==> src/design/rv_pkg.sv <==
package rv_pkg;

  localparam int xlen      = 32;  // Register and PC width
  localparam int reg_count = 32;

  typedef logic [4:0]      reg_idx_t;
  typedef logic [xlen-1:0] word_t;

  // Major opcodes handled by the core
  localparam logic [6:0] op_lui     = 7'b0110111;
  localparam logic [6:0] op_reg_imm = 7'b0010011;
  localparam logic [6:0] op_reg_reg = 7'b0110011;
  localparam logic [6:0] op_branch  = 7'b1100011;
  localparam logic [6:0] op_environ = 7'b1110011;

  // The only two legal funct7 values
  localparam logic [6:0] funct7_base = 7'b0000000;
  localparam logic [6:0] funct7_alt  = 7'b0100000;  // SUB, SRA, SRAI

  // funct3 of the integer group
  localparam logic [2:0] f3_add_sub = 3'b000;
  localparam logic [2:0] f3_sll     = 3'b001;
  localparam logic [2:0] f3_slt     = 3'b010;
  localparam logic [2:0] f3_sltu    = 3'b011;
  localparam logic [2:0] f3_xor     = 3'b100;
  localparam logic [2:0] f3_srl_sra = 3'b101;
  localparam logic [2:0] f3_or      = 3'b110;
  localparam logic [2:0] f3_and     = 3'b111;

  typedef enum logic [3:0] {
    alu_add,
    alu_sub,
    alu_sll,
    alu_slt,
    alu_sltu,
    alu_xor,
    alu_srl,
    alu_sra,
    alu_or,
    alu_and,
    alu_pass_b  // LUI result is the immediate itself
  } alu_op_e;

  // Values match the branch funct3
  typedef enum logic [2:0] {
    br_eq  = 3'b000,
    br_ne  = 3'b001,
    br_lt  = 3'b100,
    br_ge  = 3'b101,
    br_ltu = 3'b110,
    br_geu = 3'b111
  } br_cond_e;

  typedef struct packed {
    logic [6:0] funct7;
    reg_idx_t   rs2;
    reg_idx_t   rs1;
    logic [2:0] funct3;
    reg_idx_t   rd;
    logic [6:0] opcode;
  } r_fmt_t;

  // Branch layout with the scattered offset bits
  typedef struct packed {
    logic       imm12;
    logic [5:0] imm10_5;
    reg_idx_t   rs2;
    reg_idx_t   rs1;
    logic [2:0] funct3;
    logic [3:0] imm4_1;
    logic       imm11;
    logic [6:0] opcode;
  } b_fmt_t;

  typedef union packed {
    r_fmt_t r_fmt;
    b_fmt_t b_fmt;
  } insn_t;

  typedef struct packed {
    word_t    pc;
    reg_idx_t rd;
    word_t    wdata;
    logic     we;
    logic     illegal;
  } retire_t;

  typedef struct packed {
    insn_t insn;
    logic  valid;
  } fetch_t;

endpackage

==> src/design/rv_alu.sv <==
`timescale 1ns/1ns

module rv_alu (
  input  rv_pkg::alu_op_e  op,
  input  rv_pkg::word_t    a,
  input  rv_pkg::word_t    b,
  input  rv_pkg::br_cond_e br_cond,
  output rv_pkg::word_t    result,
  output logic             br_true
);

  logic [4:0] shamt;
  logic       lt_s, lt_u;

  assign shamt = b[4:0];  // Upper bits ignored
  assign lt_s  = $signed(a) < $signed(b);
  assign lt_u  = a < b;

  always_comb begin
    case (op)
      rv_pkg::alu_add:    result = a + b;
      rv_pkg::alu_sub:    result = a - b;  // Wraps on overflow
      rv_pkg::alu_sll:    result = a << shamt;
      rv_pkg::alu_slt:    result = {31'b0, lt_s};
      rv_pkg::alu_sltu:   result = {31'b0, lt_u};
      rv_pkg::alu_xor:    result = a ^ b;
      rv_pkg::alu_srl:    result = a >> shamt;
      rv_pkg::alu_sra:    result = $signed(a) >>> shamt;
      rv_pkg::alu_or:     result = a | b;
      rv_pkg::alu_and:    result = a & b;
      rv_pkg::alu_pass_b: result = b;
      default:            result = '0;
    endcase
  end

  // Branch compare on the two register operands
  always_comb begin
    case (br_cond)
      rv_pkg::br_eq:  br_true = (a == b);
      rv_pkg::br_ne:  br_true = (a != b);
      rv_pkg::br_lt:  br_true = lt_s;
      rv_pkg::br_ge:  br_true = !lt_s;
      rv_pkg::br_ltu: br_true = lt_u;
      rv_pkg::br_geu: br_true = !lt_u;
      default:        br_true = 1'b0;  // Reserved encodings
    endcase
  end

endmodule

==> src/design/rv_core.sv <==
`timescale 1ns/1ns

module rv_core (
  input  logic            clk,
  input  logic            rst,
  output rv_pkg::word_t   pc,
  input  rv_pkg::fetch_t  fetch,
  output logic            insn_ready,
  output rv_pkg::retire_t retire,
  output logic            retire_valid,
  output logic            halt
);

  logic             accept;
  rv_pkg::insn_t    insn;
  rv_pkg::alu_op_e  alu_op;
  rv_pkg::br_cond_e br_cond;
  rv_pkg::word_t    imm, b_imm, alu_b, alu_result;
  rv_pkg::word_t    rs1_data, rs2_data;
  logic             use_imm, is_branch, writes_rd, is_ecall, illegal;
  logic             br_true, wr_en, taken, halt_req;
  rv_pkg::retire_t  retire_d;

  assign accept = fetch.valid & insn_ready;
  assign insn   = fetch.insn;

  rv_fetch u_fetch (
    .clk(clk), .rst(rst), .accept(accept), .taken(taken), .halt_req(halt_req),
    .b_imm(b_imm), .pc(pc), .halt(halt), .insn_ready(insn_ready)
  );

  rv_decode u_decode (
    .insn(insn), .alu_op(alu_op), .use_imm(use_imm), .imm(imm), .b_imm(b_imm),
    .br_cond(br_cond), .is_branch(is_branch), .writes_rd(writes_rd),
    .is_ecall(is_ecall), .illegal(illegal)
  );

  rv_regfile u_regfile (
    .clk(clk), .rst(rst), .rs1(insn.r_fmt.rs1), .rs2(insn.r_fmt.rs2),
    .rs1_data(rs1_data), .rs2_data(rs2_data), .rd(insn.r_fmt.rd),
    .wdata(alu_result), .we(wr_en & accept)
  );

  assign alu_b = use_imm ? imm : rs2_data;

  rv_alu u_alu (
    .op(alu_op), .a(rs1_data), .b(alu_b), .br_cond(br_cond),
    .result(alu_result), .br_true(br_true)
  );

  assign wr_en    = writes_rd && insn.r_fmt.rd != '0;  // x0 target counts as no write
  assign taken    = accept & is_branch & br_true;
  assign halt_req = accept & is_ecall;

  // Record of the instruction accepted this cycle
  always_comb begin
    retire_d.pc      = pc;
    retire_d.rd      = wr_en ? insn.r_fmt.rd : '0;
    retire_d.wdata   = wr_en ? alu_result : '0;
    retire_d.we      = wr_en;
    retire_d.illegal = illegal;
  end

  always_ff @(posedge clk or posedge rst) begin
    if (rst)
      retire_valid <= 1'b0;
    else
      retire_valid <= accept;  // One pulse per acceptance
  end

  always_ff @(posedge clk) begin
    if (accept)
      retire <= retire_d;
  end

endmodule

==> src/design/rv_decode.sv <==
`timescale 1ns/1ns

module rv_decode (
  input  rv_pkg::insn_t    insn,
  output rv_pkg::alu_op_e  alu_op,
  output logic             use_imm,
  output rv_pkg::word_t    imm,
  output rv_pkg::word_t    b_imm,
  output rv_pkg::br_cond_e br_cond,
  output logic             is_branch,
  output logic             writes_rd,
  output logic             is_ecall,
  output logic             illegal
);

  // Shared funct3 map for register-immediate and register-register
  function automatic rv_pkg::alu_op_e alu_from_f3(input logic [2:0] f3, input logic alt);
    rv_pkg::alu_op_e op;
    case (f3)
      rv_pkg::f3_add_sub: op = alt ? rv_pkg::alu_sub : rv_pkg::alu_add;
      rv_pkg::f3_sll:     op = rv_pkg::alu_sll;
      rv_pkg::f3_slt:     op = rv_pkg::alu_slt;
      rv_pkg::f3_sltu:    op = rv_pkg::alu_sltu;
      rv_pkg::f3_xor:     op = rv_pkg::alu_xor;
      rv_pkg::f3_srl_sra: op = alt ? rv_pkg::alu_sra : rv_pkg::alu_srl;
      rv_pkg::f3_or:      op = rv_pkg::alu_or;
      rv_pkg::f3_and:     op = rv_pkg::alu_and;
      default:            op = rv_pkg::alu_add;
    endcase
    return op;
  endfunction

  logic [6:0]    funct7;
  logic [2:0]    funct3;
  logic          f7_base, f7_alt;
  logic          ecall_zero;  // All fields above the opcode clear
  logic          branch_raw, writes_raw;
  rv_pkg::word_t i_imm, u_imm;

  assign funct7  = insn.r_fmt.funct7;
  assign funct3  = insn.r_fmt.funct3;
  assign f7_base = (funct7 == rv_pkg::funct7_base);
  assign f7_alt  = (funct7 == rv_pkg::funct7_alt);

  assign ecall_zero = ({funct7, insn.r_fmt.rs2, insn.r_fmt.rs1, funct3, insn.r_fmt.rd} == '0);

  assign i_imm = {{20{funct7[6]}}, funct7, insn.r_fmt.rs2};
  assign u_imm = {funct7, insn.r_fmt.rs2, insn.r_fmt.rs1, funct3, 12'b0};
  assign b_imm = {{20{insn.b_fmt.imm12}}, insn.b_fmt.imm11, insn.b_fmt.imm10_5,
                  insn.b_fmt.imm4_1, 1'b0};

  always_comb begin
    alu_op     = rv_pkg::alu_add;
    use_imm    = 1'b0;
    imm        = i_imm;
    br_cond    = rv_pkg::br_cond_e'(insn.b_fmt.funct3);
    branch_raw = 1'b0;
    writes_raw = 1'b0;
    is_ecall   = 1'b0;
    illegal    = 1'b0;
    case (insn.r_fmt.opcode)
      rv_pkg::op_lui: begin
        alu_op     = rv_pkg::alu_pass_b;
        use_imm    = 1'b1;
        imm        = u_imm;
        writes_raw = 1'b1;
      end
      rv_pkg::op_reg_imm: begin
        // funct7 is plain immediate except on shifts
        alu_op     = alu_from_f3(funct3, f7_alt && funct3 == rv_pkg::f3_srl_sra);
        use_imm    = 1'b1;
        writes_raw = 1'b1;
        if (funct3 == rv_pkg::f3_sll)
          illegal = !f7_base;
        else if (funct3 == rv_pkg::f3_srl_sra)
          illegal = !(f7_base || f7_alt);
      end
      rv_pkg::op_reg_reg: begin
        alu_op     = alu_from_f3(funct3, f7_alt);
        writes_raw = 1'b1;
        illegal    = !(f7_base || (f7_alt && (funct3 == rv_pkg::f3_add_sub ||
                                              funct3 == rv_pkg::f3_srl_sra)));
      end
      rv_pkg::op_branch: begin
        branch_raw = 1'b1;
        illegal    = (funct3[2:1] == 2'b01);  // No branch at 010 or 011
      end
      rv_pkg::op_environ: begin
        is_ecall = ecall_zero;
        illegal  = !ecall_zero;
      end
      default: illegal = 1'b1;
    endcase
  end

  // Illegal words neither write nor redirect
  assign writes_rd = writes_raw & ~illegal;
  assign is_branch = branch_raw & ~illegal;

endmodule

==> src/design/rv_fetch.sv <==
`timescale 1ns/1ns

module rv_fetch (
  input  logic          clk,
  input  logic          rst,
  input  logic          accept,
  input  logic          taken,
  input  logic          halt_req,
  input  rv_pkg::word_t b_imm,
  output rv_pkg::word_t pc,
  output logic          halt,
  output logic          insn_ready
);

  rv_pkg::word_t pc_q;
  logic          halted;

  always_ff @(posedge clk or posedge rst) begin
    if (rst) begin
      pc_q   <= '0;
      halted <= 1'b0;
    end else if (accept) begin
      pc_q <= taken ? pc_q + b_imm : pc_q + 32'd4;
      if (halt_req)
        halted <= 1'b1;  // Sticky until reset
    end
  end

  assign pc         = pc_q;
  assign halt       = halted;
  assign insn_ready = ~halted;  // No more fetches once halted

endmodule

==> src/design/rv_regfile.sv <==
`timescale 1ns/1ns

module rv_regfile (
  input  logic             clk,
  input  logic             rst,
  input  rv_pkg::reg_idx_t rs1,
  input  rv_pkg::reg_idx_t rs2,
  output rv_pkg::word_t    rs1_data,
  output rv_pkg::word_t    rs2_data,
  input  rv_pkg::reg_idx_t rd,
  input  rv_pkg::word_t    wdata,
  input  logic             we
);

  rv_pkg::word_t regs [rv_pkg::reg_count];

  always_ff @(posedge clk or posedge rst) begin
    if (rst) begin
      for (int i = 0; i < rv_pkg::reg_count; i++) begin
        regs[i] <= '0;
      end
    end else if (we && rd != '0) begin  // x0 never written
      regs[rd] <= wdata;
    end
  end

  // Read ports
  assign rs1_data = (rs1 == '0) ? '0 : regs[rs1];
  assign rs2_data = (rs2 == '0) ? '0 : regs[rs2];

endmodule

==> config.mk <==
export PLATFORM = sky130hd
export DESIGN_NAME = rv_core
export DESIGN_NICKNAME = d
export VERILOG_FILES = /design/src/design/rv_pkg.sv /design/src/design/rv_alu.sv /design/src/design/rv_core.sv /design/src/design/rv_decode.sv /design/src/design/rv_fetch.sv /design/src/design/rv_regfile.sv
export SDC_FILE = /design/constraint.sdc
export NUM_CORES = 2
export LEC_CHECK = 0
export BUFFER_PORTS_ARGS = -buffer_cell sky130_fd_sc_hd__buf_2
export CAP_MARGIN = 20
export CORE_ASPECT_RATIO = 0.6
export CORE_MARGIN = 3
export CORE_UTILIZATION = 60
export DETAILED_ROUTE_END_ITERATION = 16
export GPL_TIMING_DRIVEN = 0
export PLACE_DENSITY = 0.76
export RECOVER_POWER = 50
export SLEW_MARGIN = 30
export SYNTH_ARGS = -nofsm -noshare
export SYNTH_HDL_FRONTEND = slang
export SYNTH_HIERARCHICAL = 1
export SYNTH_SLANG_ARGS = --single-unit
export TNS_END_PERCENT = 30
==> constraint.sdc <==
create_clock -name clk -period 55.6 [get_ports clk]
set_input_delay 5.56 -clock clk [delete_from_list [all_inputs] [get_ports clk]]
set_output_delay 5.56 -clock clk [all_outputs]
set_load 0.02 [all_outputs]
==> metrics <==
commonest non-fill, non-tap cell in the layout=mux2_2; DR DRC count=0; kind of critical path=in2async; RSZ-0062 raised after global routing=no; most frequent cells in the layout=1061 x mux2_2, 1058 x dfrtp_1, 456 x mux4_2; first-pass GRT wire length=between 400000 and 500000 microns; VDD IR max=0.0280 mV; fin util=approximately two thirds; Yosys reg bits=between 1000 and 1500; Top cell by count, worst path=clkbuf_1; Period Utilization, post-route=between 40% and 50%; area delta synth->final=10.2%; Post-synth top flop=dfrtp_1; DRT antenna net count=0; DR iter-0 viols=12500; CP top delay family=buffers and inverters; Layout Cells excl Fill=7744; DP Cell Count=roughly 7500; pwr/cell area=25.9 nW/um^2; PostCTS Resize Cnt=0; vias in the first global route=58400; RR Startpoint=u_regfile/regs[898]$_DFFE_PP0P_; GP Congestion=about 1.1; slowest cell on the critical path=clkbuf_1; async set-reset flop share out of synthesis=93.7%; Startpoint Class=primary input; Worst-Skew Late Latency=between 700 and 800 ps; Rows=97; Rel. slew slack=-241%; CP max stage delay=between 3000 and 4000 ps; Placeable Area=118000 sq um; Hold Startpoint=u_regfile/regs[1008]$_DFFE_PP0P_; fmax=between 0.03 and 0.04 GHz; I/O Buffers=around 140; final setup TNS=0 ps; Worst Hold End=u_regfile/regs[1008]$_DFFE_PP0P_; post-synth design cell area=a little over 70000 sq um; antenna violations before repair=17; chip width=454 microns; DR WL/cell=43.4 microns; Mapped Cells=5754; Ys Warns=6; Reg2Reg Setup Slack=approximately 46000 ps; sequential share of the synthesized area=39.6%; Post-CTS Setup Bufs=0; global-route congestion overflow total=0; post-synth cell types=127; Root Driver=clkbuf_16; Tot GR Track Use=a little over half; Crit path buffers/inverters=8; total wire length=336000 microns; critical-path cell list=clkbuf_1 > clkinvlp_2 > clkbuf_1 > clkbuf_1 > clkbuf_1 > clkbuf_1 > clkbuf_1 > clkbuf_1; Post-Syn Area per Cell=12.5 sq um; Reg-to-Reg End=u_fetch/pc[14]$_DFFE_PP0P_; maximum fanout along the worst path=88; Die ar.=125000 sq um; Final Hold Viols=0; Hold-fix buffers, CTS=0; clk slew on worst S/H paths=70 ps; Worst Path Required=55340 ps; CTS Sinks=1129; clk_skew=53.6 ps; CTS Buffer Depth=3; TritonCTS clock tree=done; Post-DP HPWL=256000 microns; CTS Buf Count=between 100 and 150; Post-Syn Nets=5923; router iterations before antenna repair=9; # IOs=141; r2r worst-path depth=27; Pwr Total=2.06 mW; Initial Util=61.2%; Min Clock Period, post-route=27210 ps; Worst Path Arrival=about 27000 ps; leakage=35.8 nW; number of synthesized flops with an enable pin=71; Hold/Removal Path Class=reg2reg; Worst Setup End Kind=async pin; final setup vio count=0; failing checks=max-capacitance violations, max-slew violations; fin nets=6226; pin count of the biggest net entering global routing=98; status=finished with violations; WHS Path Cells=1; Worst Tran Pin Value=5120 ps; Die H=275 microns; H-tree levels=3; DR vias/cell=8.06; Layout fillers=8303; Max Slew Vio Count=1079; Max Cap Viol=15; vias=62400; share of cells above drive strength 1=37.8%
[synthesized netlist by cell type (31+ instances only)]
cell,count,area [sq um]
mux2_2,1061,11900
dfrtp_1,1058,26500
mux4_2,456,10300
clkbuf_1,237,890
nand2_1,230,863
a21oi_1,218,1090
nor2_1,210,788
mux2i_1,173,1730
buf_2,142,711
ha_1,131,1640
o21ai_0,131,656
inv_1,112,420
o21ai_1,105,526
buf_4,98,736
a22oi_1,87,653
buf_6,87,980
nor2b_1,85,532
a221oi_1,80,701
a211oi_1,78,586
edfxtp_1,71,2130
a311oi_1,66,578
a21o_1,60,450
nor3_1,50,250
nand3_1,46,230
mux2_1,34,383
mux4_4,31,776
[report_power, final]
part           internal (mW)  leakage [nW]  switching, mW
clock                  0.419          1.74          0.353
combinational          0.110          18.7          0.353
sequential             0.827          15.4              0
[cell families (layout without fill, tap and decap cells)]
| logic type | Yosys count | after routing | synth area share, % |
|---|---|---|---|
| buffers and inverters | 738 | 1127 | 5.80 |
| adder cells (fa/ha/maj) | 134 | 134 | 2.35 |
| AO/OA/AOI/OAI | 1125 | 1125 | 10.9 |
| XOR/XNOR | 34 | 34 | 0.413 |
| multiplexers | 1766 | 1766 | 35.2 |
| flip-flops | 1129 | 1129 | 39.6 |
| AND/OR/NAND/NOR | 827 | 827 | 5.74 |
| other | 1 | 18 | 0.00520 |
[routing by layer]
metal  part of all wire [%]  global-route usage (%)
met2                     36                    64.0
met1                     37                    71.7
met5                   0.41                    6.48
met4                    4.9                    20.5
met3                     21                    38.0
[worst register-to-register path, cell delays in order, from the launching register on]
cell	delay [ps]
dfrtp_1	400
mux4_2	480
nor2b_1	150
a211oi_1	420
a311oi_1	190
mux2_1	450
clkbuf_1	260
inv_1	120
buf_2	270
buf_2	370
buf_1	720
ha_1	370
buf_2	180
nor2_1	150
o211ai_1	230
a211oi_1	780
o31ai_2	360
a21oi_1	840
a31oi_2	380
mux2i_1	260
o221ai_1	140
o21ai_1	80
and3_1	410
clkbuf_1	550
clkbuf_1	640
nand2_1	190
o41ai_1	110
a22oi_1	130
[sequential cells by signal (all words and copies together), names as in the netlist]
| signal | flops |
|---|---|
| retire | 71 |
| u_fetch/halt | 1 |
| u_fetch/pc | 32 |
| u_regfile/regs | 1024 |
| retire_valid | 1 |
[layout make-up]
cell class / instances / area [sq um] / share of cell area [%]
Inverter: 124 / 467 / 0.587
Timing Repair Buffer: 198 / 1060 / 1.33
Sequential cell: 1129 / 28600 / 36.0
Clock inverter: 46 / 594 / 0.747
Tap cell: 1584 / 1980 / 2.49
Antenna cell: 17 / 42.5 / 0.0535
Buffer: 614 / 3730 / 4.69
Multi-Input combinational cell: 3887 / 40100 / 50.4
Clock buffer: 145 / 2980 / 3.74
[how the worst max path moves through the flow]
stage,from,endpoint,slack (ps),cells after the start
finish,rst,u_regfile/regs[386]$_DFFE_PP0P_,28390,8
global route,rst,u_regfile/regs[132]$_DFFE_PP0P_,24960,8
CTS,fetch[24],u_fetch/pc[14]$_DFFE_PP0P_,40430,28
floorplan,rst,u_regfile/regs[0]$_DFFE_PP0P_,21220,1
global placement,rst,u_regfile/regs[642]$_DFFE_PP0P_,10630,2
detailed placement,fetch[24],u_fetch/pc[14]$_DFFE_PP0P_,39630,28
[per-stage QoR]
step	worst slack (ps)	hold slack, ps	cell area, sq um
finish	28390	487	79600
global route	24960	502	79500
CTS	40430	486	79900
detailed placement	39630	464	76300
global placement	10630	452	74800
floorplan	21220	441	72200
(Power assumes the default switching activity.)
